**src/verilog/soc_pkg.sv**
```systemverilog
//------------------------------
// Address map, register offsets and widths of the peripheral bus
// Slaves are decoded on the top DEC_W address bits only
// Register offsets are byte offsets, word aligned
//------------------------------
package soc_pkg;

	// Wishbone widths
	localparam int DATA_W = 32;
	localparam int ADR_W  = 32;
	localparam int SEL_W  = 4;

	// Slave decode values of the upper address bits
	localparam int DEC_W = 15;
	localparam logic [DEC_W-1:0] BRAM_BASE  = 15'h0000;
	localparam logic [DEC_W-1:0] TIMER_BASE = 15'h7001;
	localparam logic [DEC_W-1:0] GPIO_BASE  = 15'h7002;

	// Block RAM, byte address width and depth in words
	localparam int BRAM_ADR_W = 12;
	localparam int BRAM_WORDS = 1 << (BRAM_ADR_W - 2);

	//------------------------------
	// Register layout
	//------------------------------
	localparam int REG_OFS_W = 8;
	localparam int TMR_CH    = 2;

	// Timer, one group of three per channel
	localparam logic [REG_OFS_W-1:0] TMR_CTRL0 = 8'h00;
	localparam logic [REG_OFS_W-1:0] TMR_CMP0  = 8'h04;
	localparam logic [REG_OFS_W-1:0] TMR_CNT0  = 8'h08;
	localparam logic [REG_OFS_W-1:0] TMR_CTRL1 = 8'h10;
	localparam logic [REG_OFS_W-1:0] TMR_CMP1  = 8'h14;
	localparam logic [REG_OFS_W-1:0] TMR_CNT1  = 8'h18;

	// Timer control bits
	localparam int CTRL_EN  = 0;
	localparam int CTRL_AR  = 1;
	localparam int CTRL_IRQ = 3;

	// GPIO
	localparam logic [REG_OFS_W-1:0] GPIO_IN   = 8'h00;
	localparam logic [REG_OFS_W-1:0] GPIO_OUT  = 8'h04;
	localparam logic [REG_OFS_W-1:0] GPIO_MASK = 8'h08;
	localparam int BTN_W   = 4;
	localparam int BTN_LSB = 8;
	localparam int LED_W   = 8;

	// Seven-segment display
	localparam int SEG_SCAN_W = 10;
	localparam int SEG_DIGITS = 4;
	localparam int SEG_SEL_W  = 2;
	localparam int SEG_W      = 7;

	// Interrupt vector layout
	localparam int IRQ_TMR0 = 0;
	localparam int IRQ_GPIO = 1;
	localparam int IRQ_TMR1 = 2;
	localparam int IRQ_W    = 3;

endpackage

```
**src/verilog/sevenseg_scan.sv**
```systemverilog
//------------------------------
// Four-digit hex display, lowest nibble on digit 0
// Segments and anodes are active low, seg order g..a
//------------------------------
module sevenseg_scan (
	input  logic                                            clk_i,
	input  logic                                            rst_n_i,
	input  logic [4*soc_pkg::SEG_DIGITS-1:0]                value_i,
	output logic [soc_pkg::SEG_W-1:0]                       seg_o,
	output logic [soc_pkg::SEG_DIGITS-1:0]                  an_o
);
	import soc_pkg::*;

	logic [SEG_SCAN_W+SEG_SEL_W-1:0] scan_q;
	logic [SEG_SEL_W-1:0]            digit;
	logic [3:0]                      nibble;

	// Free-running; top bits pick the digit
	always_ff @(posedge clk_i) begin
		if (!rst_n_i) begin
			scan_q <= '0;
		end else begin
			scan_q <= scan_q + 1'b1;
		end
	end

	assign digit  = scan_q[SEG_SCAN_W +: SEG_SEL_W];
	assign nibble = value_i[4*digit +: 4];
	assign an_o   = ~(SEG_DIGITS'(1) << digit);

	// Hex glyphs
	always_comb begin
		case (nibble)
			4'h0: seg_o = 7'h40;
			4'h1: seg_o = 7'h79;
			4'h2: seg_o = 7'h24;
			4'h3: seg_o = 7'h30;
			4'h4: seg_o = 7'h19;
			4'h5: seg_o = 7'h12;
			4'h6: seg_o = 7'h02;
			4'h7: seg_o = 7'h78;
			4'h8: seg_o = 7'h00;
			4'h9: seg_o = 7'h10;
			4'ha: seg_o = 7'h08;
			4'hb: seg_o = 7'h03;
			4'hc: seg_o = 7'h46;
			4'hd: seg_o = 7'h21;
			4'he: seg_o = 7'h06;
			default: seg_o = 7'h0e;
		endcase
	end

endmodule

```
**config.mk**
```make
export PLATFORM = sky130hd
export DESIGN_NAME = sevenseg_scan
export DESIGN_NICKNAME = d
export VERILOG_FILES = /design/src/verilog/soc_pkg.sv /design/src/verilog/sevenseg_scan.sv
export SDC_FILE = /design/constraint.sdc
export NUM_CORES = 1
export LEC_CHECK = 0
export BUFFER_PORTS_ARGS = -buffer_cell sky130_fd_sc_hd__buf_4
export CORE_MARGIN = 2
export CORE_UTILIZATION = 38
export DETAILED_ROUTE_END_ITERATION = 8
export HOLD_SLACK_MARGIN = 0.1
export PLACE_DENSITY = 0.69
export SKIP_CTS_REPAIR_TIMING = 1
export SLEW_MARGIN = 0
export SYNTH_ARGS = -nofsm -noshare
export SYNTH_HDL_FRONTEND = slang
export SYNTH_SLANG_ARGS = --single-unit
```
**constraint.sdc**
```tcl
create_clock -name clk_i -period 3 [get_ports clk_i]
set_clock_uncertainty 0.05 [all_clocks]
set_input_delay 0.75 -clock clk_i [delete_from_list [all_inputs] [get_ports clk_i]]
set_output_delay 0.75 -clock clk_i [all_outputs]
set_load 0.1 [all_outputs]
```
After elaboration in Yosys (flattened, before gate mapping)
Memories as Yosys holds them, arrays and structs flattened.
Index checks and enable logic that the tools add are counted.

storage, ports and cells
  register bits after elaboration = 12
  bits in latches = 0
  memory bits (writable) = 0
  memory bits (read-only) = 112
  memories = 1

cells by class
  add/subtract/negate cells = 1
  $mul = 0
  div/mod/pow operators = 0
  $lt $le $gt $ge = 0
  equality and inequality tests = 0
  shift operators = 2
  muxes and demuxes = 0
  bitwise logic cells = 1
  reductions and logical operators = 0

memory list
  name              depth  bits a word  read ports  clocked after memory_dff  wr ports  line                 text
  (name not given)  16     7            1           0                         0         sevenseg_scan.sv:33  case (nibble)

operators by type and width
  cell                                                               number
  16-bit by 5-bit variable part select with 4-bit output             1
  12-bit by 1-bit adder with 12-bit output, second input constant    1
  4-bit NOT                                                          1
  1-bit by 2-bit << shifter with 4-bit output, first input constant  1

Logic depth before layout (Yosys ltp)
  word-level depth = 2
  gate-level depth with buffers = 7
  depth with buffers taken out = 6

Least setup slack after synthesis
OpenSTA, ideal clock, no wires.

  path kind = input-to-output
  start = in value_i[13] (netlist bit)
  end = out seg_o[0] (netlist bit)
  arrival = 3.680 ns
  data required time = 2.200 ns
  slack = -1.480 ns
  stages = 5
  cell sequence = mux4_2 inv_1 ha_1 a21oi_1 nor3_1

between the ends
  word-level cells in the longest chain between the ends = 2

RTL lines
  what                                                    line                 text
  start: declaration                                      sevenseg_scan.sv:8   input logic [4*soc_pkg::SEG_DIGITS-1:0] value_i,
  16-bit by 5-bit variable part select with 4-bit output  sevenseg_scan.sv:28  assign nibble = value_i[4*digit +: 4];
  memory read 16 x 7 bit                                  -
  end: declaration                                        sevenseg_scan.sv:9   output logic [soc_pkg::SEG_W-1:0] seg_o,

Every way passes these cells.

Worst setup path after layout
  start = in value_i[13] (netlist bit)
  end = out seg_o[3] (netlist bit)

Same word-level chain as after synthesis.

==> results.cfg <==
[outcome]
violations = setup timing
status = finished with violations

[global_routing]
grt_pass1_vias = 834
grt_pass1_wl_um = 3470
antenna_found_initial = 0
overflow = 0
grt_max_degree = 12
track_usage = 0.172

[route]
drt_iter0_markers = 5
wl_per_cell_um = 12.7
ant_nets = 0
drcViolationCount = 0
vias_per_cell = 4.93
routed_wl_um = 2080
dr.pass1.iters = 4
vias = 809

[sta]
finalSetupViolations = 5
finalCritPeriodShare = 1.03
rsz0062_at_grt = true
fin_hold_ws_ns = 0.424
relSlewSlack = 0.786
fin_ws_ns = -0.103
max_clock_freq_ghz = 0.322
finalHoldViolations = 0
worst_slew_pin_slew_ns = 0.318
fin_crit_ns = 3.10
slew_violations = 0

[cts]
cts-root-buf = clkbuf_4
cts_tree = done
cts.path.max_buffers = 2
clk_pin_slew_ns = 0.07
htreeDepth = 1
numClockSinks = 12
clkLatencyLatePin_ns = 0.27
cts_buffers = 3

[final_layout]
final_core_util = 0.640
diodes = 0
layout-drive-gt1-share = 0.507
largest_reg_flops = 12
fin_nets = 162
syn2layout_area_growth_pct = 60.7
top_register = scan_q
fin_area_um2 = 1390
reg.largest.list = scan_q: 12 flops

[floorplan]
pin_count = 29
die_y_um = 51.7
die-area_um2 = 2670
core_area_um2 = 2170
rows = 17
die_x_um = 51.7
initial_utilization = 0.398

[power_and_ir_drop]
leakagePower_nw = 0.562
power_density_nw_per_um2 = 352
irDropWorstVdd_v = 0.000295

[yosys]
synth_top_area_frac = 0.278
synth.area.top_cells = dfxtp_1, mux4_2, ha_1
synth-edff-count = 0
seq_area_frac_synth = 0.278
synth-adder-area-share = 0.101
synth_top_family_by_area = simple AND/OR/NAND/NOR gates
syn_area_um2 = 863
yosys.area_share.simple = 0.216
synth_warnings = 0
synth_fp_nets = 121
async_reset_ff_frac = 0
synth_flop_cell = dfxtp_1
avgSynthCellArea_um2 = 8.99
ys_ff_latch = 12
synth-xor-area-share = 0.0913
synth_cell_type_count = 26
synth_top_cell_by_area = dfxtp_1
muxShareOfSynthArea = 0.188
synth_compound_area_frac = 0.0594
netlist_instances = 96

[setup_path]
crit_fanout = 4
required_ns = 2.20
worst_path_most_repeated_cell = mux4_2
cpPeakStageDelay_ns = 0.53
cpMaxStageDelayCell = mux4_2
path_class = in -> out
critPathLaunchType = primary input
cp.arrival_ns = 2.30
path_cells = buf_6, mux4_2, ha_1, mux4_2, buf_12
end_kind = output pin

[placement]
routabilityCongestion = 0.708
postPlaceCellArea_um2 = 1210
post-place-ws_ns = -0.142
io_buffers = 28
dp_hpwl_um = 1560

[run]
cap_violations = 0

[worst_hold_path]
hp-class = reg -> reg
path summary, 6_finish.rpt:
path,from,to,slack [ns],cells past startpoint
worst max register to register,scan_q[0]$_SDFF_PN0_,scan_q[8]$_SDFF_PN0_,1.62,5
worst min register to register,scan_q[0]$_SDFF_PN0_,scan_q[0]$_SDFF_PN0_,0.42,1
worst min-delay path,scan_q[0]$_SDFF_PN0_,scan_q[0]$_SDFF_PN0_,0.42,1
worst max-delay path,value_i[13],seg_o[3],-0.10,5
cell type report:
cell class	instances	area, um2
inverters	7	28.8
flip-flops and latches	12	241
fillers	200	782
well taps	28	35.0
repair buffers	40	405
clock buffers	4	36.3
multi-input cells	73	641
Yosys cell counts (4+ instances only):
cell and number:
dfxtp_1 12, ha_1 7, inv_1 7, mux4_2 5, nand2_1 9, nand3_1 4
nor2_1 14, nor3_1 4, xnor2_1 7
cells by family after synthesis:
group | after synthesis
AO/OA/AOI/OAI | 8
XOR/XNOR | 9
adder cells (fa/ha/maj) | 7
buffers and inverters | 11
flip-flops | 12
multiplexers | 9
AND/OR/NAND/NOR | 40
cell usage in the layout (no fill, tap or decap), types with 3 or more instances in the layout:
| cell | count |
|---|---|
| nor3_1 | 3 |
| dfxtp_1 | 11 |
| xnor2_1 | 7 |
| buf_6 | 6 |
| nand3_1 | 4 |
| buf_12 | 6 |
| clkbuf_4 | 3 |
| nand2_1 | 9 |
| buf_4 | 27 |
| ha_1 | 3 |
| inv_1 | 4 |
| nor2_1 | 14 |
| mux4_2 | 5 |
per-layer routing:
layer | wire [um] | vias to the layer above | GRT usage
met5 | 0 | - | 0
met4 | 40 | 0 | 0.0921
met3 | 45 | 5 | 0.00862
met2 | 1190 | 19 | 0.325
met1 | 809 | 378 | 0.192
li1 | - | 407 | -
critical path: cells and delay by family:
family | cells | cell delay, ns
multiplexers | 2 | 1.02
adder cells (fa/ha/maj) | 1 | 0.26
buffers and inverters | 2 | 0.28
where the power goes:
group	internal, W	switching, W
Combinational	0.0000858	0.000109
Sequential	0.000163	0.00000362
Clock	0.0000738	0.0000532
stage by stage:
stage               power [W]  setup TNS [ns]  std cells
CTS                  0.000460          -0.648        164
finish               0.000489          -0.152        164
floorplan            0.000284           -1.09         96
detailed placement   0.000332          -0.615        160
global route         0.000508          -0.500        164
global placement     0.000330          -0.383        160
Note: power is estimated with default switching activity, not from simulation.
