`config.mk`:
```
export PLATFORM = sky130hd
export DESIGN_NAME = gpio_slave
export DESIGN_NICKNAME = d
export VERILOG_FILES = /design/src/verilog/soc_pkg.sv /design/src/verilog/gpio_slave.sv
export SDC_FILE = /design/constraint.sdc
export NUM_CORES = 1
export LEC_CHECK = 0
export BUFFER_PORTS_ARGS = -buffer_cell sky130_fd_sc_hd__buf_4
export CELL_PAD_IN_SITES_DETAIL_PLACEMENT = 0
export CELL_PAD_IN_SITES_GLOBAL_PLACEMENT = 1
export CORE_ASPECT_RATIO = 0.9
export CORE_MARGIN = 2
export CORE_UTILIZATION = 43
export DETAILED_ROUTE_END_ITERATION = 8
export GPL_TIMING_DRIVEN = 1
export PLACE_DENSITY = 0.82
export SYNTH_ARGS = -nofsm -noshare
export SYNTH_HDL_FRONTEND = slang
export SYNTH_SLANG_ARGS = --single-unit
```
`constraint.sdc`:
```
create_clock -name clk_i -period 5.4 [get_ports clk_i]
set_clock_uncertainty 0.05 [all_clocks]
set_input_delay 0.81 -clock clk_i [delete_from_list [all_inputs] [get_ports clk_i]]
set_output_delay 0.81 -clock clk_i [all_outputs]
set_load 0.03 [all_outputs]
```
`src/verilog/soc_pkg.sv`:
```
//------------------------------
// Address map, register offsets and widths of the peripheral bus
// Slaves are decoded on the top DEC_W address bits only
// Register offsets are byte offsets, word aligned
//------------------------------
package soc_pkg;

	// Wishbone widths
	localparam int DATA_W = 32;
	localparam int ADR_W  = 32;
	localparam int SEL_W  = 4;

	// Slave decode values of the upper address bits
	localparam int DEC_W = 15;
	localparam logic [DEC_W-1:0] BRAM_BASE  = 15'h0000;
	localparam logic [DEC_W-1:0] TIMER_BASE = 15'h7001;
	localparam logic [DEC_W-1:0] GPIO_BASE  = 15'h7002;

	// Block RAM, byte address width and depth in words
	localparam int BRAM_ADR_W = 12;
	localparam int BRAM_WORDS = 1 << (BRAM_ADR_W - 2);

	//------------------------------
	// Register layout
	//------------------------------
	localparam int REG_OFS_W = 8;
	localparam int TMR_CH    = 2;

	// Timer, one group of three per channel
	localparam logic [REG_OFS_W-1:0] TMR_CTRL0 = 8'h00;
	localparam logic [REG_OFS_W-1:0] TMR_CMP0  = 8'h04;
	localparam logic [REG_OFS_W-1:0] TMR_CNT0  = 8'h08;
	localparam logic [REG_OFS_W-1:0] TMR_CTRL1 = 8'h10;
	localparam logic [REG_OFS_W-1:0] TMR_CMP1  = 8'h14;
	localparam logic [REG_OFS_W-1:0] TMR_CNT1  = 8'h18;

	// Timer control bits
	localparam int CTRL_EN  = 0;
	localparam int CTRL_AR  = 1;
	localparam int CTRL_IRQ = 3;

	// GPIO
	localparam logic [REG_OFS_W-1:0] GPIO_IN   = 8'h00;
	localparam logic [REG_OFS_W-1:0] GPIO_OUT  = 8'h04;
	localparam logic [REG_OFS_W-1:0] GPIO_MASK = 8'h08;
	localparam int BTN_W   = 4;
	localparam int BTN_LSB = 8;
	localparam int LED_W   = 8;

	// Seven-segment display
	localparam int SEG_SCAN_W = 10;
	localparam int SEG_DIGITS = 4;
	localparam int SEG_SEL_W  = 2;
	localparam int SEG_W      = 7;

	// Interrupt vector layout
	localparam int IRQ_TMR0 = 0;
	localparam int IRQ_GPIO = 1;
	localparam int IRQ_TMR1 = 2;
	localparam int IRQ_W    = 3;

endpackage

```
`src/verilog/gpio_slave.sv`:
```
//------------------------------
// Buttons in, output word out, masked interrupt
// Buttons need two cycles to show in GPIO_IN
// GPIO_IN is read-only
//------------------------------
module gpio_slave (
	input  logic                                clk_i,
	input  logic                                rst_n_i,
	input  logic                                cyc_i,
	input  logic                                stb_i,
	input  logic                                we_i,
	input  logic [soc_pkg::REG_OFS_W-1:0]       adr_i,
	input  logic [soc_pkg::DATA_W-1:0]          dat_i,
	input  logic [soc_pkg::BTN_W-1:0]           btn_i,
	output logic [soc_pkg::DATA_W-1:0]          dat_o,
	output logic                                ack_o,
	output logic [soc_pkg::DATA_W-1:0]          gpio_out_o,
	output logic                                irq_o
);
	import soc_pkg::*;

	logic                req;
	logic [BTN_W-1:0]    btn_meta, btn_sync;
	logic [DATA_W-1:0]   in_word;
	logic [DATA_W-1:0]   out_q, mask_q;
	logic [DATA_W-1:0]   rd_word;

	assign req = cyc_i & stb_i & ~ack_o;

	//------------------------------
	// Input side
	//------------------------------
	// Two-flop synchronizer, buttons are asynchronous
	always_ff @(posedge clk_i) begin
		if (!rst_n_i) begin
			btn_meta <= '0;
			btn_sync <= '0;
		end else begin
			btn_meta <= btn_i;
			btn_sync <= btn_meta;
		end
	end

	// Buttons sit at BTN_LSB, the rest reads zero
	assign in_word = DATA_W'(btn_sync) << BTN_LSB;

	// Level interrupt from any unmasked input
	assign irq_o = |(in_word & mask_q);

	//------------------------------
	// Registers
	//------------------------------
	always_ff @(posedge clk_i) begin
		if (!rst_n_i) begin
			out_q  <= '0;
			mask_q <= '0;
			ack_o  <= 1'b0;
		end else begin
			ack_o <= req;
			if (req && we_i && adr_i == GPIO_OUT) begin
				out_q <= dat_i;
			end
			if (req && we_i && adr_i == GPIO_MASK) begin
				mask_q <= dat_i;
			end
		end
	end

	always_comb begin
		case (adr_i)
			GPIO_IN:   rd_word = in_word;
			GPIO_OUT:  rd_word = out_q;
			GPIO_MASK: rd_word = mask_q;
			default:   rd_word = '0;
		endcase
	end

	always_ff @(posedge clk_i) begin
		if (req) begin
			dat_o <= rd_word;
		end
	end

	assign gpio_out_o = out_q;

endmodule

```
# --- Yosys cells after proc, flatten, opt, wreduce, memory -nomap -nowiden ---
# Cells that the tools add are included.
totals:
  ff_bits: 105
  output_inout_bits: 66
  elab_cells: 18
  in_bits: 49
classes:
  n_eq_ne: 2
  reduce_logical: 5
  n_bitwise: 4
  n_mux: 1
ops:
  columns: ["op", "n"]
  rows:
  - ["$pmux 32 s3", 1]
  - ["$and 12x32->32", 1]
  - ["$reduce_or 32->1", 1]
  - ["$eq 8x3->1 const B", 1]
  - ["$eq 8x4->1 const B", 1]
  - ["$logic_not 8->1", 1]
  - ["$logic_and 1x1->1", 3]
  - ["$and 1x1->1", 2]
  - ["$not 1->1", 1]

# --- Logic depth before layout (Yosys ltp) ---
depth:
  ltp_word: 4
  mapped_depth: 6

# --- Worst setup path before layout ---
# Ideal clock, no wire load.
synth_timing:
  path_type: "input port to flip-flop"
  start: "input stb_i"
  end: "register out_q[31], in the netlist gpio_out_o[31]"
  cell_stages: 5
  path_slack_ns: 2.797
  arrival_ns: 2.481
  setup_ns: 0.072
  path_cell_list: "and3b_1 and4_1 buf_6 buf_8 mux2i_1"
synth_via:
  elab_chain_cells: 4
synth_lines:
  columns: ["element", "line", "text"]
  rows:
  - ["from (decl)", "gpio_slave.sv:10", "input logic stb_i,"]
  - ["$and 1x1->1 (2 in a row)", "gpio_slave.sv:28", "assign req = cyc_i & stb_i & ~ack_o;"]
  - ["$logic_and 1x1->1 (2 in a row)", "gpio_slave.sv:60", "if (req && we_i && adr_i == GPIO_OUT) begin"]
  - ["to (signal assigned)", "gpio_slave.sv:61", "out_q <= dat_i;"]
  - ["to (decl)", "gpio_slave.sv:25", "logic [DATA_W-1:0] out_q, mask_q;"]
# Every way passes these cells.
# A chain may end at the register's enable or synchronous reset.

# --- Final worst setup path ---
layout_timing:
  start: "input stb_i"
  end: "register out_q[8], in the netlist gpio_out_o[8]"
layout_via:
  elab_chain_cells: 4
layout_lines:
  columns: ["element", "line", "text"]
  rows:
  - ["$and 1x1->1 (2 in a row)", "gpio_slave.sv:28", null]
  - ["via req", "gpio_slave.sv:22", "logic req;"]
  - ["$logic_and 1x1->1 (2 in a row)", "gpio_slave.sv:60", null]
# The timed path passes the listed nets, and every way through them passes these cells.

==> flow_summary.json <==
{
  "drcViolationCount": 0,
  "die-area_sq_um": 10500,
  "clk_pin_slew_ps": 90,
  "arrival_ps": 3120,
  "max_stage_delay_ps": 1140,
  "fin_tns_setup_ps": 0,
  "synthToLayoutAreaGrowth_pct": 25.7,
  "cts_root_buf": "clkbuf_8",
  "finalHoldViolCount": 0,
  "seqPwrFrac": 0.573,
  "setup-violations-final": 0,
  "rows": 34,
  "grt_max_degree": 106,
  "rsz0062_at_grt": "no",
  "worst-path-buf-inv": 1,
  "syn_area_sq_um": 4180,
  "layout_common_cells": "buf_4 (117), nand2_1 (98), dfxtp_1 (73)",
  "yosys-top-cells-area": "dfxtp_1 (35%), edfxtp_1 (23%), mux2i_1 (16%)",
  "yosysSeqAreaShare": 0.580,
  "final_layout_size_suffix_gt1_frac": 0.281,
  "htreeDepth": 3,
  "cts.sinks": 105,
  "synth_xor_area_frac": 0,
  "clockPowerShare": 0.350,
  "syn_area_per_cell_sq_um": 10.9,
  "synth.area.mux_share": 0.163,
  "finalCritPeriodShare": 0.536,
  "synthSimpleGateAreaFrac": 0.151,
  "vias": 3105,
  "power_per_cell_area_nw_per_um2": 275,
  "synth_top_cell_area_share": 0.350,
  "synth_cell_types": 17,
  "grt_pass1_vias": 3082,
  "slew_headroom": 0.263,
  "routed_wl_mm": 9.53,
  "end_kind": "flip-flop",
  "synth_compound_area_frac": 0.0623,
  "ios": 115,
  "critical-path-top-delay-family": "simple AND/OR/NAND/NOR gates",
  "hpwlAfterDp_mm": 6.11,
  "max_cap_violations": 0,
  "fp.dieW_um": 108,
  "grt_usage": 0.185,
  "start_util": 0.437,
  "drt_iter0_markers": 163,
  "critPathRequiredTime_ps": 5630,
  "synth-adder-area-share": 0,
  "synthesis.nets": 434,
  "yosysTopAreaCell": "dfxtp_1",
  "detail-route-antenna-nets": 0,
  "switching_share": 0.222,
  "holdBufCountCts": 0,
  "p_leak_nw": 2.19,
  "p_int_mw": 1.12,
  "ys_ff_latch": 105,
  "worstPathMaxFanout": 35,
  "setup_slack_ps": 2510,
  "path_class": "input pin to flip-flop",
  "cp_slowest_cell": "and4_2",
  "nets": 532,
  "pwr-share-comb": 0.077,
  "gp_congestion": 0.720,
  "avgRoutedWirePerCell_um": 15.5,
  "path_cells": "buf_4 -> and3b_2 -> and4_2 -> mux2i_1",
  "min_path_type": "flip-flop to flip-flop",
  "report.final.slew_viol_count": 0,
  "max_slew.worst_pin.slew_ps": 1110,
  "diodes": 0,
  "core_area_sq_um": 9570,
  "ys_warn_count": 0,
  "die_y_um": 97.5,
  "mostFrequentLayoutCell": "buf_4",
  "antenna_found_initial": 0,
  "cts_setup_buffers": 0,
  "cts_tree": "yes",
  "port_buffers": 114,
  "grt_pass1_wl_mm": 15.2,
  "synth_top_family_by_area": "multiplexers",
  "fmax_mhz": 345,
  "numCtsBuffers": 9,
  "clock_latency_ps": 350,
  "switching_power_mw": 0.321,
  "cp-start-kind": "input pin",
  "drtPass1Iterations": 5,
  "cts_resized": 0,
  "clockBufferDepth": 2,
  "preCtsSetupSlack_ps": 2120,
  "vias_per_cell": 5.07,
  "syn_inst": 385,
  "status": "complete, no violations",
  "min_period_ps": 2890,
  "globalRouteOverflowTotal": 0,
  "peakVddDrop_uv": 171
}
metrics by stage:
step                 util  cell area [sq um]  hold WS, ps  std cells  power, mW
floorplan               -               4180          362        385      0.901
global placement    0.527               5040          366        598      0.955
detailed placement  0.527               5040          378        598      0.957
CTS                 0.549               5250          401        613       1.46
global route        0.549               5250          409        613       1.49
finish              0.549               5250          399        613       1.44
Yosys cell counts:
cell type and instances:
buf_6 4, and3b_1 3, dfxtp_1 73, nor2b_1 2, and4_1 1, a2bb2oi_1 4
nor2_1 33, mux2i_1 68, buf_2 8, and2_1 9, a22oi_1 30, clkbuf_1 15
edfxtp_1 32, buf_8 3, nand4_2 1, nor4_4 1, nand2_1 98
layer usage:
layer	vias up	track usage	share of wire
met5	-	0	0
met4	0	0.0444	0.0084
met3	7	0.0563	0.072
met2	111	0.298	0.47
met1	1477	0.243	0.45
li1	1510	-	-
sequential cells by signal, summed over array words and instances (netlist names):
signal	cells
dat_o	32
gpio_out_o	32
mask_q	32
btn_meta	4
btn_sync	4
ack_o	1
logic make-up (layout without fill, tap and decap cells):
logic type | Yosys count | after routing
mux | 68 | 68
flops | 105 | 105
buf+inv | 30 | 132
simple gates | 148 | 148
compound gates | 34 | 34
power by group through the flow:
stage	Sequential, mW	Clock [mW]	Combinational (mW)
after floorplan	0.864	0	0.0369
after global placement	0.845	0	0.110
after detailed placement	0.845	0	0.111
after CTS	0.827	0.519	0.112
after global routing	0.828	0.541	0.118
final	0.827	0.505	0.111
cell type report:
type | count | area (sq um)
fill | 852 | 4320
tap | 126 | 158
clock inverter | 6 | 83.8
multi-input combinational | 250 | 1590
timing repair buffer | 117 | 878
clock buffer | 9 | 124
sequential | 105 | 2420
final timing paths:
check	depth (start not counted)	slack (ps)	endpoint	from
min	1	400	btn_sync[1]$_SDFF_PN0_	btn_meta[1]$_SDFF_PN0_
max	4	2510	gpio_out_o[8]$_SDFFE_PN0P_	stb_i
max reg2reg	3	2670	gpio_out_o[8]$_SDFFE_PN0P_	ack_o$_SDFF_PN0_
min reg2reg	1	400	btn_sync[1]$_SDFF_PN0_	btn_meta[1]$_SDFF_PN0_
(Power assumes the default switching activity.)
