<file path="src/verilog/soc_pkg.sv">
//------------------------------
// Address map, register offsets and widths of the peripheral bus
// Slaves are decoded on the top DEC_W address bits only
// Register offsets are byte offsets, word aligned
//------------------------------
package soc_pkg;

	// Wishbone widths
	localparam int DATA_W = 32;
	localparam int ADR_W  = 32;
	localparam int SEL_W  = 4;

	// Slave decode values of the upper address bits
	localparam int DEC_W = 15;
	localparam logic [DEC_W-1:0] BRAM_BASE  = 15'h0000;
	localparam logic [DEC_W-1:0] TIMER_BASE = 15'h7001;
	localparam logic [DEC_W-1:0] GPIO_BASE  = 15'h7002;

	// Block RAM, byte address width and depth in words
	localparam int BRAM_ADR_W = 12;
	localparam int BRAM_WORDS = 1 << (BRAM_ADR_W - 2);

	//------------------------------
	// Register layout
	//------------------------------
	localparam int REG_OFS_W = 8;
	localparam int TMR_CH    = 2;

	// Timer, one group of three per channel
	localparam logic [REG_OFS_W-1:0] TMR_CTRL0 = 8'h00;
	localparam logic [REG_OFS_W-1:0] TMR_CMP0  = 8'h04;
	localparam logic [REG_OFS_W-1:0] TMR_CNT0  = 8'h08;
	localparam logic [REG_OFS_W-1:0] TMR_CTRL1 = 8'h10;
	localparam logic [REG_OFS_W-1:0] TMR_CMP1  = 8'h14;
	localparam logic [REG_OFS_W-1:0] TMR_CNT1  = 8'h18;

	// Timer control bits
	localparam int CTRL_EN  = 0;
	localparam int CTRL_AR  = 1;
	localparam int CTRL_IRQ = 3;

	// GPIO
	localparam logic [REG_OFS_W-1:0] GPIO_IN   = 8'h00;
	localparam logic [REG_OFS_W-1:0] GPIO_OUT  = 8'h04;
	localparam logic [REG_OFS_W-1:0] GPIO_MASK = 8'h08;
	localparam int BTN_W   = 4;
	localparam int BTN_LSB = 8;
	localparam int LED_W   = 8;

	// Seven-segment display
	localparam int SEG_SCAN_W = 10;
	localparam int SEG_DIGITS = 4;
	localparam int SEG_SEL_W  = 2;
	localparam int SEG_W      = 7;

	// Interrupt vector layout
	localparam int IRQ_TMR0 = 0;
	localparam int IRQ_GPIO = 1;
	localparam int IRQ_TMR1 = 2;
	localparam int IRQ_W    = 3;

endpackage

</file>
<file path="src/verilog/timer_slave.sv">
//------------------------------
// Two compare-match timers, one-shot or auto-reload
// Flag is sticky until a 1 is written to CTRL_IRQ
// Bus writes win over counting in the same cycle
//------------------------------
module timer_slave (
	input  logic                                clk_i,
	input  logic                                rst_n_i,
	input  logic                                cyc_i,
	input  logic                                stb_i,
	input  logic                                we_i,
	input  logic [soc_pkg::REG_OFS_W-1:0]       adr_i,
	input  logic [soc_pkg::DATA_W-1:0]          dat_i,
	output logic [soc_pkg::DATA_W-1:0]          dat_o,
	output logic                                ack_o,
	output logic [soc_pkg::TMR_CH-1:0]          irq_o
);
	import soc_pkg::*;

	logic                req;
	logic                wr;
	logic [TMR_CH-1:0]   wr_ctrl, wr_cmp, wr_cnt;
	logic [TMR_CH-1:0]   en_q, ar_q, flag_q;
	logic [DATA_W-1:0]   cmp_q [TMR_CH];
	logic [DATA_W-1:0]   cnt_q [TMR_CH];
	logic [DATA_W-1:0]   ctrl_rd [TMR_CH];
	logic [DATA_W-1:0]   rd_word;

	assign req = cyc_i & stb_i & ~ack_o;
	assign wr  = req & we_i;

	// Register write strobes, channel 0 in bit 0
	assign wr_ctrl = {wr & (adr_i == TMR_CTRL1), wr & (adr_i == TMR_CTRL0)};
	assign wr_cmp  = {wr & (adr_i == TMR_CMP1),  wr & (adr_i == TMR_CMP0)};
	assign wr_cnt  = {wr & (adr_i == TMR_CNT1),  wr & (adr_i == TMR_CNT0)};

	//------------------------------
	// Counters
	//------------------------------
	always_ff @(posedge clk_i) begin
		if (!rst_n_i) begin
			en_q   <= '0;
			ar_q   <= '0;
			flag_q <= '0;
			for (int ch = 0; ch < TMR_CH; ch++) begin
				cmp_q[ch] <= '0;
				cnt_q[ch] <= '0;
			end
		end else begin
			for (int ch = 0; ch < TMR_CH; ch++) begin
				// Match: wrap, flag, stop unless reloading
				if (en_q[ch]) begin
					if (cnt_q[ch] == cmp_q[ch]) begin
						cnt_q[ch]  <= '0;
						flag_q[ch] <= 1'b1;
						if (!ar_q[ch]) begin
							en_q[ch] <= 1'b0;
						end
					end else begin
						cnt_q[ch] <= cnt_q[ch] + 1'b1;
					end
				end
				if (wr_ctrl[ch]) begin
					en_q[ch] <= dat_i[CTRL_EN];
					ar_q[ch] <= dat_i[CTRL_AR];
					// Write one to clear
					if (dat_i[CTRL_IRQ]) begin
						flag_q[ch] <= 1'b0;
					end
				end
				if (wr_cmp[ch]) begin
					cmp_q[ch] <= dat_i;
				end
				if (wr_cnt[ch]) begin
					cnt_q[ch] <= dat_i;
				end
			end
		end
	end

	//------------------------------
	// Read back
	//------------------------------
	always_comb begin
		for (int ch = 0; ch < TMR_CH; ch++) begin
			ctrl_rd[ch]           = '0;
			ctrl_rd[ch][CTRL_EN]  = en_q[ch];
			ctrl_rd[ch][CTRL_AR]  = ar_q[ch];
			ctrl_rd[ch][CTRL_IRQ] = flag_q[ch];
		end
		case (adr_i)
			TMR_CTRL0: rd_word = ctrl_rd[0];
			TMR_CMP0:  rd_word = cmp_q[0];
			TMR_CNT0:  rd_word = cnt_q[0];
			TMR_CTRL1: rd_word = ctrl_rd[1];
			TMR_CMP1:  rd_word = cmp_q[1];
			TMR_CNT1:  rd_word = cnt_q[1];
			default:   rd_word = '0;
		endcase
	end

	// Data sampled with the request, shown with ack
	always_ff @(posedge clk_i) begin
		if (req) begin
			dat_o <= rd_word;
		end
	end

	always_ff @(posedge clk_i) begin
		if (!rst_n_i) begin
			ack_o <= 1'b0;
		end else begin
			ack_o <= req;
		end
	end

	// One line per channel, straight from the flag
	assign irq_o = flag_q;

endmodule

</file>
<file path="config.mk">
export PLATFORM = sky130hd
export DESIGN_NAME = timer_slave
export DESIGN_NICKNAME = d
export VERILOG_FILES = /design/src/verilog/soc_pkg.sv /design/src/verilog/timer_slave.sv
export SDC_FILE = /design/constraint.sdc
export NUM_CORES = 1
export LEC_CHECK = 0
export ABC_AREA = 1
export BUFFER_PORTS_ARGS = -buffer_cell sky130_fd_sc_hd__buf_2
export CAP_MARGIN = 10
export CORE_UTILIZATION = 29
export DETAILED_ROUTE_END_ITERATION = 12
export SLEW_MARGIN = 20
export SYNTH_ARGS = -nofsm -noshare
export SYNTH_HDL_FRONTEND = slang
export SYNTH_SLANG_ARGS = --single-unit
</file>
<file path="constraint.sdc">
create_clock -name clk_i -period 11.5 [get_ports clk_i]
set_input_delay 0.575 -clock clk_i [delete_from_list [all_inputs] [get_ports clk_i]]
set_output_delay 0.575 -clock clk_i [all_outputs]
set_load 0.05 [all_outputs]
</file>
# ---- Word level (Yosys, flattened, before mapping)
# Memories as Yosys holds them, arrays and structs flattened.
# Index checks and enable logic that the tools add are counted.
dict set report classes {
  reduce_logical 1
  mux 54
  n_bitwise 18
  n_eq_ne 7
  add_sub_neg 2
}
# op count
set op_table {}
lappend op_table {{$mux W32} 8}
lappend op_table {{$pmux W32 S6} 1}
lappend op_table {{$add A32 B1 Y32 const B} 2}
lappend op_table {{$eq A32 B32 Y1} 2}
lappend op_table {{$mux W1} 45}
lappend op_table {{$eq A8 B5 Y1 const B} 3}
lappend op_table {{$and A1 B1 Y1} 9}
lappend op_table {{$eq A8 B3 Y1 const B} 1}
lappend op_table {{$eq A8 B4 Y1 const B} 1}
lappend op_table {{$logic_not A8 Y1} 1}
lappend op_table {{$or A1 B1 Y1} 8}
lappend op_table {{$not A1 Y1} 1}
dict set report totals {
  n_memories 2
  elab_cells 90
  regBits 39
  mem_bits_rw 128
  in_bits 45
  out_inout_bits 35
}
# name words word_bits read_ports rd_clocked_by_memory_dff wr line_no
set memory_table {}
lappend memory_table {cmp_q 2 32 2 0 2 timer_slave.sv:24} ;# logic [DATA_W-1:0] cmp_q [TMR_CH];
lappend memory_table {cnt_q 2 32 2 0 2 timer_slave.sv:25} ;# logic [DATA_W-1:0] cnt_q [TMR_CH];

# ---- Longest topological paths before layout
# An unclocked memory read counts as a cell.
dict set report logic_depth {
  depth_word 9
  depth_mapped 12
  depth_no_buf 10
}

# ---- Worst setup path after synthesis
# OpenSTA, ideal clock, no wires.
dict set report synth_timing {
  path_kind {input-to-reg}
  start {in cyc_i}
  end {mem cmp_q[0][0], enable pin}
  setup_ns 0.466
  arrival_ns 4.077
  path_buffers 0
  path_stages 4
  required_ns 11.034
  slack_ns 6.958
  cell_sequence {nand2_1 -> nor2_2 -> nand2_2 -> o21ai_0}
}
# item line_no
set synth_rtl {}
lappend synth_rtl {{start, declared} timer_slave.sv:9} ;# input logic cyc_i,
lappend synth_rtl {{end, declared} timer_slave.sv:24}

==> flow_metrics.tcl <==
set metrics [dict create \
    antenna_found_initial 0 \
    report.final.slew_viol_count 0 \
    place_hpwl_um 23850 \
    power_frac_comb_pct 7.5 \
    timing.critical_path.to_type "flop" \
    syn_area_per_cell_sq_um 8.528 \
    holdWs_ns 0.4349 \
    wl_per_cell_um 18.73 \
    intPower_mw 1.032 \
    start_kind "flop" \
    overflow 0 \
    die_w_um 184.5 \
    grt_pass1_wl_um 46600 \
    cts_htree_levels 4 \
    synthCells 1132 \
    vias_per_cell 4.921 \
    die-area_sq_mm 0.03402 \
    fmax_mhz 357.9 \
    cp.arrival_ns 2.95 \
    cap_violations 0 \
    p_per_area_mw_per_mm2 123.5 \
    area_growth_pct 14.63 \
    track_usage_pct 18.69 \
    cts.root.buffer_cell "clkbuf_16" \
    ys_seq_elements 167 \
    period_needed_ns 2.794 \
    p_sw_share_pct 24.51 \
    fin_crit_sh_pct 24.30 \
    fp.dieH_um 184.5 \
    yosys_warnings 0 \
    dpl_cell_area_sq_mm 0.01048 \
    setup_tns_ns 0 \
    max_slew_margin_pct 37.08 \
    gp_congestion 0.9063 \
    grt_start_max_net_pins 34 \
    start_util_pct 29.60 \
    port_buffers 79 \
    clock-sinks 167 \
    clock_latency_ns 0.43 \
    synthesis.nets 1179 \
    crit_type "flop to flop" \
    cts_made_buffers 17 \
    final_common_cell "nand2_1" \
    p_leak_nw 4.122 \
    routed_wl_um 31090 \
    worstPathMaxFanout 20 \
    rsz0062_at_grt "no" \
    hold_buffers 0 \
    num_antenna_cells 0 \
    syn-cell-area_sq_mm 0.009654 \
    power.total_mw 1.367 \
    hold_path_class "primary input to flop" \
    dr.pass1.iters 7 \
    finalInstanceArea_sq_mm 0.01107 \
    synth_seq_area_share_pct 51.22 \
    cts_tree "yes" \
    post_cts_buffers 0 \
    irDropWorstVdd_uv 97.10 \
    setup_viol 0 \
    vias 8169 \
    path_clk_slew_ns 0.06 \
    fin_util_pct 33.93 \
    placeableCoreArea_sq_mm 0.03262 \
    worst_pin_slew_ns 0.9413 \
    drt_iter0_drc 931 \
    layout_common_cells "nand2_1 (306), edfxtp_1 (160), inv_1 (115), nor2_1 (109), buf_2 (79)" \
    cts.repair.resized 0 \
    rows 66 \
    synth_cell_types 37 \
    netSwitchingPower_uw 335.1 \
    drc 0 \
    critical_path_required_ns 11.65 \
    io_pins 80 \
    grt_pass1_vias 7760 \
    hold_viol 0 \
    drive_gt1_share_pct 15.11 \
    status "finished clean" \
    p_clk_share_pct 40.7 \
    seq_power_share_pct 51.8 \
    fin_worst_skew_ns 0.01166 \
    clockBufferDepth 2 \
    ant_nets 0 \
    nNetsFinal 1252 \
]
==> power groups by stage <==
| stage | logic (mW) | registers, mW | clock network [mW] |
|---|---|---|---|
| 2_1_floorplan | 0.0482 | 0.729 | 0 |
| 3_3_place_gp | 0.0998 | 0.720 | 0 |
| 3_5_place_dp | 0.100 | 0.721 | 0 |
| 4_1_cts | 0.101 | 0.708 | 0.563 |
| 5_1_grt | 0.111 | 0.710 | 0.582 |
| 6_report | 0.102 | 0.708 | 0.557 |
==> final timing paths <==
path / from / to / slack, ns / cells past startpoint
setup / recovery: cnt_q[1][24]$_SDFFCE_PN0P_ / cnt_q[1][9]$_SDFFCE_PN0P_ / 8.71 / 10
hold / removal: dat_i[24] / cnt_q[0][24]$_SDFFCE_PN0P_ / 0.43 / 3
setup reg to reg: cnt_q[1][24]$_SDFFCE_PN0P_ / cnt_q[1][9]$_SDFFCE_PN0P_ / 8.71 / 10
hold reg to reg: irq_o[0]$_SDFF_PN0_ / irq_o[0]$_SDFF_PN0_ / 0.48 / 2
==> layout make-up <==
class | instances | area (sq um)
clock buffers | 18 | 429.2
clock inverters | 14 | 133.9
fillers | 3379 | 21550
inverters | 145 | 544.3
multi-input cells | 786 | 3986
flip-flops and latches | 167 | 4945
well taps | 442 | 553.0
repair buffers | 88 | 475.5
==> cells by family after synthesis <==
family                     after synthesis  synth area share (%)
and+or+nand+nor                        537                 23.46
buffers and inverters                  179                 7.828
DFF                                    167                 51.22
AOI/OAI and AO/OA                      159                 9.254
xor gates and xnor gates                88                 7.983
adders and majority gates                2                0.2592
==> routing by layer <==
layer	track usage, %	up-vias	wire length, um
met2	28.21	422	13290
met3	3.675	44	2995
li1	-	3889	-
met1	26.80	3814	14130
met5	0	-	0
met4	5.567	0	675
==> critical path, stage by stage (launching register included) <==
cell	delay, ns
edfxtp_1	0.49
inv_2	0.14
nand2_1	0.05
nand2_1	0.05
nand2_1	0.07
nor2_1	0.18
nand2_1	0.12
nor2_1	0.24
nand2_1	0.48
nand2_1	0.56
o22ai_1	0.14
==> metrics by stage <==
step | setup slack (ns) | cells
2_1_floorplan | 6.958 | 1132
3_3_place_gp | 7.873 | 1627
3_5_place_dp | 7.676 | 1627
4_1_cts | 8.080 | 1659
5_1_grt | 8.529 | 1660
6_report | 8.706 | 1660
==> synthesized netlist by cell type <==
cell type  count  area (sq um)
ha_1           2         25.02
nor3_4         1         16.27
o21bai_1       1         7.510
nand2_1      306          1149
nor2_4         1         11.26
buf_12         1         20.02
nand2_4        1         11.26
nand3_2        3         30.03
clkbuf_1      12         45.04
nor2_1       110         412.9
dfxtp_1        7         140.1
xnor2_1       43         376.6
buf_1          3         11.26
o21ai_1       47         235.2
o21ai_2       10         87.58
nor4_2         1         12.51
nor2_2         9         56.30
or2_1          1         6.260
nor3_1        33         165.2
nor4_1         2         12.51
buf_6          6         67.56
edfxtp_1     160          4805
a211oi_1       1         7.510
nor3_2         4         40.04
nand3_1       52         260.3
nand4_1        9         56.30
o21ai_0       34         170.2
buf_2          9         45.04
o22ai_1       26         162.7
a221oi_1       1         8.760
nand2_2        4         25.02
buf_4          3         22.52
inv_2         30         112.6
xor2_1        45         394.1
inv_1        115         431.7
o2111ai_1      5         43.79
a21oi_1       34         170.2
==> flip-flops by register name, summed over array words and instances, names as in the netlist <==
name and cells:
ack_o 1, ar_q 2, cmp_q 64, cnt_q 64, dat_o 32, en_q 2, irq_o 2
Power figures use the tool's default switching activity.
