==> src/verilog/soc_pkg.sv <==
//------------------------------
// Address map, register offsets and widths of the peripheral bus
// Slaves are decoded on the top DEC_W address bits only
// Register offsets are byte offsets, word aligned
//------------------------------
package soc_pkg;

	// Wishbone widths
	localparam int DATA_W = 32;
	localparam int ADR_W  = 32;
	localparam int SEL_W  = 4;

	// Slave decode values of the upper address bits
	localparam int DEC_W = 15;
	localparam logic [DEC_W-1:0] BRAM_BASE  = 15'h0000;
	localparam logic [DEC_W-1:0] TIMER_BASE = 15'h7001;
	localparam logic [DEC_W-1:0] GPIO_BASE  = 15'h7002;

	// Block RAM, byte address width and depth in words
	localparam int BRAM_ADR_W = 12;
	localparam int BRAM_WORDS = 1 << (BRAM_ADR_W - 2);

	//------------------------------
	// Register layout
	//------------------------------
	localparam int REG_OFS_W = 8;
	localparam int TMR_CH    = 2;

	// Timer, one group of three per channel
	localparam logic [REG_OFS_W-1:0] TMR_CTRL0 = 8'h00;
	localparam logic [REG_OFS_W-1:0] TMR_CMP0  = 8'h04;
	localparam logic [REG_OFS_W-1:0] TMR_CNT0  = 8'h08;
	localparam logic [REG_OFS_W-1:0] TMR_CTRL1 = 8'h10;
	localparam logic [REG_OFS_W-1:0] TMR_CMP1  = 8'h14;
	localparam logic [REG_OFS_W-1:0] TMR_CNT1  = 8'h18;

	// Timer control bits
	localparam int CTRL_EN  = 0;
	localparam int CTRL_AR  = 1;
	localparam int CTRL_IRQ = 3;

	// GPIO
	localparam logic [REG_OFS_W-1:0] GPIO_IN   = 8'h00;
	localparam logic [REG_OFS_W-1:0] GPIO_OUT  = 8'h04;
	localparam logic [REG_OFS_W-1:0] GPIO_MASK = 8'h08;
	localparam int BTN_W   = 4;
	localparam int BTN_LSB = 8;
	localparam int LED_W   = 8;

	// Seven-segment display
	localparam int SEG_SCAN_W = 10;
	localparam int SEG_DIGITS = 4;
	localparam int SEG_SEL_W  = 2;
	localparam int SEG_W      = 7;

	// Interrupt vector layout
	localparam int IRQ_TMR0 = 0;
	localparam int IRQ_GPIO = 1;
	localparam int IRQ_TMR1 = 2;
	localparam int IRQ_W    = 3;

endpackage

==> src/verilog/bus_decoder.sv <==
//------------------------------
// One Wishbone master to RAM, timer and GPIO
// Routing is combinational; unmapped access ends with err
// Only one transaction may be in flight
//------------------------------
module bus_decoder (
	input  logic                         clk_i,
	input  logic                         rst_n_i,
	// Master side
	input  logic                         m_cyc_i,
	input  logic                         m_stb_i,
	input  logic                         m_we_i,
	input  logic [soc_pkg::ADR_W-1:0]    m_adr_i,
	input  logic [soc_pkg::SEL_W-1:0]    m_sel_i,
	input  logic [soc_pkg::DATA_W-1:0]   m_dat_i,
	output logic [soc_pkg::DATA_W-1:0]   m_dat_o,
	output logic                         m_ack_o,
	output logic                         m_err_o,
	// Shared slave request lines
	output logic                         s_cyc_o,
	output logic                         s_we_o,
	output logic [soc_pkg::ADR_W-1:0]    s_adr_o,
	output logic [soc_pkg::SEL_W-1:0]    s_sel_o,
	output logic [soc_pkg::DATA_W-1:0]   s_dat_o,
	// Per-slave strobe and response
	output logic                         ram_stb_o,
	input  logic [soc_pkg::DATA_W-1:0]   ram_dat_i,
	input  logic                         ram_ack_i,
	output logic                         tmr_stb_o,
	input  logic [soc_pkg::DATA_W-1:0]   tmr_dat_i,
	input  logic                         tmr_ack_i,
	output logic                         gpio_stb_o,
	input  logic [soc_pkg::DATA_W-1:0]   gpio_dat_i,
	input  logic                         gpio_ack_i
);
	import soc_pkg::*;

	logic [DEC_W-1:0] dec;
	logic             hit_ram;
	logic             hit_tmr;
	logic             hit_gpio;
	logic             miss;
	logic             req;
	logic             err_q;

	//------------------------------
	// Address decode
	//------------------------------
	// Top bits pick the slave
	assign dec      = m_adr_i[ADR_W-1 -: DEC_W];
	assign hit_ram  = (dec == BRAM_BASE);
	assign hit_tmr  = (dec == TIMER_BASE);
	assign hit_gpio = (dec == GPIO_BASE);
	assign miss     = ~(hit_ram | hit_tmr | hit_gpio);
	assign req      = m_cyc_i & m_stb_i;

	// Broadcast to every slave
	assign s_cyc_o = m_cyc_i;
	assign s_we_o  = m_we_i;
	assign s_adr_o = m_adr_i;
	assign s_sel_o = m_sel_i;
	assign s_dat_o = m_dat_i;

	// Strobe only reaches the addressed slave
	assign ram_stb_o  = req & hit_ram;
	assign tmr_stb_o  = req & hit_tmr;
	assign gpio_stb_o = req & hit_gpio;

	//------------------------------
	// Response path
	//------------------------------
	// Address is held until ack, so the hit still selects the right slave
	always_comb begin
		m_dat_o = '0;
		m_ack_o = 1'b0;
		if (hit_ram) begin
			m_dat_o = ram_dat_i;
			m_ack_o = ram_ack_i;
		end else if (hit_tmr) begin
			m_dat_o = tmr_dat_i;
			m_ack_o = tmr_ack_i;
		end else if (hit_gpio) begin
			m_dat_o = gpio_dat_i;
			m_ack_o = gpio_ack_i;
		end
	end

	// Nobody home; err one cycle after stb, never twice for one request
	always_ff @(posedge clk_i) begin
		if (!rst_n_i) begin
			err_q <= 1'b0;
		end else begin
			err_q <= req & miss & ~err_q;
		end
	end

	assign m_err_o = err_q;

endmodule

==> config.mk <==
export PLATFORM = sky130hd
export DESIGN_NAME = bus_decoder
export DESIGN_NICKNAME = d
export VERILOG_FILES = /design/src/verilog/soc_pkg.sv /design/src/verilog/bus_decoder.sv
export SDC_FILE = /design/constraint.sdc
export NUM_CORES = 1
export LEC_CHECK = 0
export ABC_AREA = 1
export CORE_AREA = 2 2 108 110
export DETAILED_ROUTE_END_ITERATION = 12
export DIE_AREA = 0 0 110 112
export DONT_BUFFER_PORTS = 1
export SYNTH_ARGS = -nofsm -noshare
export SYNTH_HDL_FRONTEND = slang
export SYNTH_SLANG_ARGS = --single-unit
==> constraint.sdc <==
create_clock -name clk_i -period 2.6 [get_ports clk_i]
set_input_delay 0.52 -clock clk_i [delete_from_list [all_inputs] [get_ports clk_i]]
set_output_delay 0.52 -clock clk_i [all_outputs]
set_load 0.1 [all_outputs]
# Word-level counts from Yosys, hierarchy flattened
# Cells that the tools add are included.
# totals
ff_bits	1
input_bits	172
out_inout_bits	107
elab_cells	20
# op_classes
n_eq_ne	2
n_mux	6
bitwise	10
n_reduce_logical	1
# ops
cell	count
32-bit 2-to-1 mux	3
15-bit == test, second input constant	2
15-bit zero test	1
1-bit bitwise AND	6
1-bit 2-to-1 mux	3
1-bit NOT	2
1-bit bitwise OR	2

# Longest topological paths before layout
# Gate-level depths: netlist (run 1).
# logic_depth
depth_word	6
mapped_depth	9
ltp_nobuf	8

# Worst setup path after synthesis (run 1)
# OpenSTA, ideal clock, no wires.
# synth_timing
kind	input port to output port
startpoint	input port m_adr_i[28] (netlist name)
endpoint	output port ram_stb_o
t_arrival_ns	2.483
setup_slack_ns	-0.403
cell_stages	7
path_buffers	2
cell_sequence	nor2_1 nand2_1 nor2_4 nand2_4 buf_6 buf_6 nor2_1
# synth_via
elab_chain_cells	2
# synth_rtl
item	line_no	source
start, declared	bus_decoder.sv:13	input logic [soc_pkg::ADR_W-1:0] m_adr_i,
15-bit zero test	bus_decoder.sv:51	assign hit_ram = (dec == BRAM_BASE);
1-bit bitwise AND	bus_decoder.sv:65	assign ram_stb_o = req & hit_ram;
end, declared	bus_decoder.sv:26	output logic ram_stb_o,
# No other way between the ends.

# Worst setup path after layout (run 1)
# layout_timing
startpoint	input port m_adr_i[24] (netlist name)
endpoint	output port m_dat_o[8] (netlist name)
# layout_via
elab_chain_cells	4
elab_cells_between_ends	6
# layout_rtl
item	line_no	source
15-bit == test	bus_decoder.sv:53	assign hit_gpio = (dec == GPIO_BASE);
32-bit 2-to-1 mux	bus_decoder.sv:82	end else if (hit_gpio) begin
32-bit 2-to-1 mux	bus_decoder.sv:79	end else if (hit_tmr) begin
32-bit 2-to-1 mux *	bus_decoder.sv:76	if (hit_ram) begin
end, declared	bus_decoder.sv:16	output logic [soc_pkg::DATA_W-1:0] m_dat_o,
# Mark *: on every way between the ends. The rest lies on a longest branch, timed or not.

==> flow_metrics.py, run 1 <==
metrics = {
    "synth": {
        "yosysWarnings": 0,
        "ys_async_sr_fraction_pct": 0,
        "synthSimpleGateAreaFrac_pct": 56.2,
        "synth_adder_area_share_pct": 0,
        "synthesis.nets": 492,
        "syn_inst": 320,
        "synth-edff-count": 0,
        "synth-compound-area-share_pct": 0,
        "synth_cell_type_count": 16,
        "synth_xor_area_share_pct": 0,
        "synth_area_per_cell_um2": 5.94,
        "synth_top_family_by_area": "simple AND/OR/NAND/NOR gates",
        "syn_area_um2": 1900,
        "ys.flop_type": "dfxtp_1",
        "yosysSeqAreaShare_pct": 1.05,
        "synth_mux_area_share_pct": 0,
        "yosys_register_bits": 1,
    },
    "timing": {
        "setup_violations": 0,
        "tightest_slew_ns": 0.996,
        "drv_slew": 0,
        "max_freq_mhz": 423,
        "rsz0062_at_grt": "no",
        "hold_violations": 0,
        "final.min_clock_period_ns": 2.36,
        "maxSlewHeadroom_pct": 33.5,
        "fin_tns_setup_ns": 0,
        "clock_skew_ns": 0,
        "fin_crit_sh_pct": 90.8,
    },
    "cts": {
        "clk_pin_slew_ns": 0,
        "cts_resized": 0,
        "post_cts_buffers": 0,
        "insertion_delay_ns": 0,
        "ctsHoldBuffers": 0,
    },
    "global_routing": {
        "grt_overflow_total": 0,
        "grtUsageTotal_pct": 8.49,
        "grt_pass1_wl_mm": 8.27,
        "grt_max_degree": 37,
        "first_global_vias": 1581,
        "antenna_found_initial": 4,
    },
    "finish": {
        "largest_reg_flops": 1,
        "drive_gt1_share_pct": 25.9,
        "area_growth_pct": 15.5,
        "stdcell_area_um2": 2190,
        "layout_common_cells": "nand3_1, nand2_1, buf_12, inv_1, or2_0",
        "layout.nets": 448,
        "post-route-util_pct": 19.6,
        "final_common_cell": "nand3_1",
    },
    "power_and_ir_drop": {
        "power_density_nw_per_um2": 16.8,
        "power_leakage_nw": 1.17,
        "finalPower_uw": 36.9,
        "irDropWorstVdd_mv": 0.0300,
    },
    "placement": {
        "dp_hpwl_mm": 4.96,
        "gp_congestion": 0.763,
        "place_area_um2": 2190,
        "numPortBuffers": 0,
    },
    "route": {
        "viasPerCell": 4.16,
        "routedWlPerCell_um": 13.8,
        "drt_iter0_drc": 52,
        "antenna_left": 0,
        "wirelength_mm": 5.81,
        "dr.pass1.iters": 4,
        "route.detailed.drc": 0,
        "num_vias": 1747,
    },
    "setup_path": {
        "cp-end-kind": "output port",
        "start_kind": "primary input",
        "path_max_fanout": 36,
        "cp.arrival_ns": 1.84,
        "required_ns": 2.08,
        "worstRegToRegCells": 2,
        "worstSetupPathType": "in2out",
        "rrSetupSlack_ns": 1.08,
    },
    "die": {
        "rows": 39,
        "core-area_um2": 11200,
        "initial_utilization_pct": 17.0,
        "die_y_um": 112,
        "die_area_um2": 12300,
        "ios": 279,
        "chipWidth_um": 110,
    },
    "status": {
        "outcome": "finished clean",
    },
    "hold_path": {
        "hold_path.class": "in2reg",
        "hold_depth": 2,
    },
    "flow_run": {
        "drv_cap": 0,
    },
}
## power by group
group | switching [mW] | internal [mW] | leakage, nW | total (mW)
logic | 0.0102 | 0.00530 | 1.16 | 0.0155
registers | 0.00512 | 0.0163 | 0.00820 | 0.0214
clock network | 0 | 0.000000154 | 0.0000190 | 0.000000155
total | 0.0153 | 0.0216 | 1.17 | 0.0369
## synth_stat cells, types with 2 or more instances
cell type	count	area (um^2)
nand3_1	82	410
buf_4	70	526
nand2_1	42	158
inv_1	35	131
or2_0	33	206
nand3_2	19	190
nor2_1	11	41.3
buf_2	10	50.1
buf_6	9	101
nor2_2	2	12.5
nor2_4	2	22.5
## area by class of cell
| class | instances | area (um^2) |
|---|---|---|
| multi-input combinational | 194 | 1080 |
| timing repair buffer | 44 | 781 |
| sequential | 1 | 20.0 |
| antenna | 3 | 7.51 |
| fill | 1247 | 8980 |
| tap | 143 | 179 |
| inverter | 35 | 131 |
## worst paths after layout
check	startpoint	end
max reg2reg	m_err_o	m_err_o
min reg2reg	m_err_o	m_err_o
min	rst_n_i	m_err_o
max	m_adr_i[24]	m_dat_o[8]
## metrics by stage
step	cells	hold WS [ns]	setup slack, ns
2_1_floorplan	320	0.744	0.0682
3_3_place_gp	417	0.762	0.250
3_5_place_dp	417	0.782	0.209
4_1_cts	417	0.787	0.212
5_1_grt	417	0.796	0.0968
6_report	420	0.782	0.239
## worst max-delay path, stage by stage
cell and delay (ns):
nor2_1 0.08, nand2_1 0.08, nor2_4 0.17, buf_4 0.35, nand3_1 0.13, nand3_1 0.14, nand2_1 0.06, inv_1 0.10
buf_12 0.18
## routing by layer
layer / vias up / track usage, % / wire length (um)
met1: 759 / 8.80 / 2080
met3: 20 / 3.75 / 695
li1: 854 / - / -
met5: - / 0 / 13
met2: 112 / 15.7 / 2930
met4: 2 / 1.52 / 96
## logic make-up (layout without fill, tap and decap cells)
group         count (synthesis)  count (layout)
buf+inv                     125              79
flops                         1               1
simple gates                194             194
other cells                   0               3
Power figures use the tool's default switching activity.
==> run 2: changes to the inputs <==
--- a/config.mk
+++ b/config.mk
@@ -6,10 +6,13 @@
 export NUM_CORES = 1
 export LEC_CHECK = 0
 export ABC_AREA = 1
-export CORE_AREA = 2 2 108 110
+export CELL_PAD_IN_SITES_DETAIL_PLACEMENT = 0
+export CELL_PAD_IN_SITES_GLOBAL_PLACEMENT = 1
+export CORE_AREA = 2 2 109 111
 export DETAILED_ROUTE_END_ITERATION = 12
-export DIE_AREA = 0 0 110 112
+export DIE_AREA = 0 0 111 113
 export DONT_BUFFER_PORTS = 1
+export PLACE_DENSITY_LB_ADDON = 0.1
 export SYNTH_ARGS = -nofsm -noshare
 export SYNTH_HDL_FRONTEND = slang
 export SYNTH_SLANG_ARGS = --single-unit
==> flow_metrics.py, run 2 (synthesized netlist as in run 1, its figures left out) <==
metrics = {
    "global_routing": {
        "first_global_vias": 1724,
        "antenna_found_initial": 1,
        "grt_overflow_total": 0,
        "grtUsageTotal_pct": 8.40,
        "grt_pass1_wl_mm": 8.91,
        "grt_max_degree": 69,
    },
    "timing": {
        "hold_violations": 0,
        "final.min_clock_period_ns": 2.26,
        "drv_slew": 0,
        "max_freq_mhz": 442,
        "setup_ws_ns": 0.338,
        "setup_violations": 0,
        "clock_skew_ns": 0,
        "fin_tns_setup_ns": 0,
        "fin_crit_sh_pct": 87.0,
        "rsz0062_at_grt": "no",
        "maxSlewHeadroom_pct": 36.4,
        "tightest_slew_ns": 0.953,
    },
    "setup_path": {
        "worstRegToRegCells": 2,
        "startpoint": "m_adr_i[24]",
        "r2r-end": "m_err_o",
        "crit_chain": "nor2_1 -> nand2_1 -> nor2_4 -> buf_12 -> nand3_1 -> nand3_1 -> nand2_1 -> inv_1 -> buf_12",
        "required_ns": 2.08,
        "path_delay_family": "simple AND/OR/NAND/NOR gates",
        "start_kind": "primary input",
        "rrSetupSlack_ns": 1.21,
        "path_buf_inv": 3,
        "regToRegStartpoint": "m_err_o",
        "cpMaxStageDelayCell": "buf_12",
        "cp-end-kind": "output port",
        "slowest_delay_ns": 0.29,
        "worstSetupPathType": "in2out",
        "path_max_fanout": 68,
        "cp.arrival_ns": 1.74,
    },
    "power_and_ir_drop": {
        "p_switching_uw": 14.8,
        "power_leakage_nw": 1.17,
        "p_int_uw": 21.7,
        "power_frac_comb_pct": 41.9,
        "power_density_nw_per_um2": 16.5,
        "power_frac_seq_pct": 58.1,
        "clkPwrFrac_pct": 0,
        "finalPower_uw": 36.5,
        "swShare_pct": 40.7,
        "irDropWorstVdd_mv": 0.0388,
    },
    "cts": {
        "insertion_delay_ns": 0,
        "cts_resized": 0,
        "clk_pin_slew_ns": 0,
        "post_cts_buffers": 0,
        "ctsHoldBuffers": 0,
    },
    "placement": {
        "dpl_worst_slack_ns": 0.309,
        "gp_congestion": 0.669,
        "dp_hpwl_mm": 4.79,
        "numPortBuffers": 0,
    },
    "die": {
        "rows": 39,
        "die_y_um": 113,
        "initial_utilization_pct": 16.9,
        "ios": 279,
        "die_area_um2": 12500,
        "chipWidth_um": 111,
        "core-area_um2": 11300,
    },
    "route": {
        "num_vias": 1734,
        "viasPerCell": 4.16,
        "dr.pass1.iters": 4,
        "antenna_left": 0,
        "routedWlPerCell_um": 13.8,
        "drt_iter0_drc": 54,
        "wirelength_mm": 5.77,
        "route.detailed.drc": 0,
    },
    "status": {
        "outcome": "finished clean",
    },
    "finish": {
        "post-route-util_pct": 19.6,
        "largest_reg_flops": 1,
        "layout_common_cells": "nand3_1, nand2_1, buf_12, inv_1, or2_0",
        "drive_gt1_share_pct": 25.6,
        "final_common_cell": "nand3_1",
        "layout.nets": 447,
        "area_growth_pct": 16.1,
    },
    "hold_path": {
        "hold_depth": 2,
        "hp-start": "rst_n_i",
        "hold_path.class": "in2reg",
        "min_to": "m_err_o",
    },
    "flow_run": {
        "drv_cap": 0,
    },
}
## run 2: changes by cell type in the layout (fill, tap and decap cells not counted)
| cell | change |
|---|---|
| buf_4 | -3 |
| diode_2 | -2 |
| buf_12 | +2 |
## run 2: routing by layer
layer / GRT usage (%) / wire (um) / vias up
li1: - / - / 846
met1: 9.36 / 2090 / 763
met2: 16.2 / 3020 / 109
met3: 2.25 / 574 / 16
met4: 1.50 / 77 / 0
met5: 0 / 0 / -
## run 2: final cells by class
cell class | count | area, um^2
well taps | 143 | 179
repair buffers | 43 | 798
multi-input cells | 194 | 1080
flip-flops and latches | 1 | 20.0
inverters | 35 | 131
diodes | 1 | 2.50
fillers | 1298 | 9060
## run 2: how the worst max path moves through the flow
stage | end | slack [ns] | cells after the start
2_1_floorplan | ram_stb_o | 0.07 | 7
5_1_grt | m_dat_o[2] | 0.13 | 9
6_report | m_dat_o[2] | 0.34 | 9
4_1_cts | m_dat_o[2] | 0.31 | 9
3_5_place_dp | m_dat_o[2] | 0.31 | 9
3_3_place_gp | m_dat_o[2] | 0.31 | 9
## run 2: metrics by stage
| stage | hold WS, ns | area (um^2) | std cells |
|---|---|---|---|
| 2_1_floorplan | 0.744 | 1910 | 320 |
| 3_3_place_gp | 0.757 | 2200 | 416 |
| 3_5_place_dp | 0.751 | 2200 | 416 |
| 4_1_cts | 0.756 | 2200 | 416 |
| 5_1_grt | 0.768 | 2210 | 417 |
| 6_report | 0.757 | 2210 | 417 |
## run 2: power by group through the flow
stage                     sequential (mW)  combinational, mW    clock [mW]
after detailed placement           0.0212             0.0156             0
after global placement             0.0212             0.0157             0
after CTS                          0.0212             0.0156             0
after global routing               0.0212             0.0178  0.0000000514
after floorplan                    0.0211              0.521             0
final                              0.0212             0.0153  0.0000000515
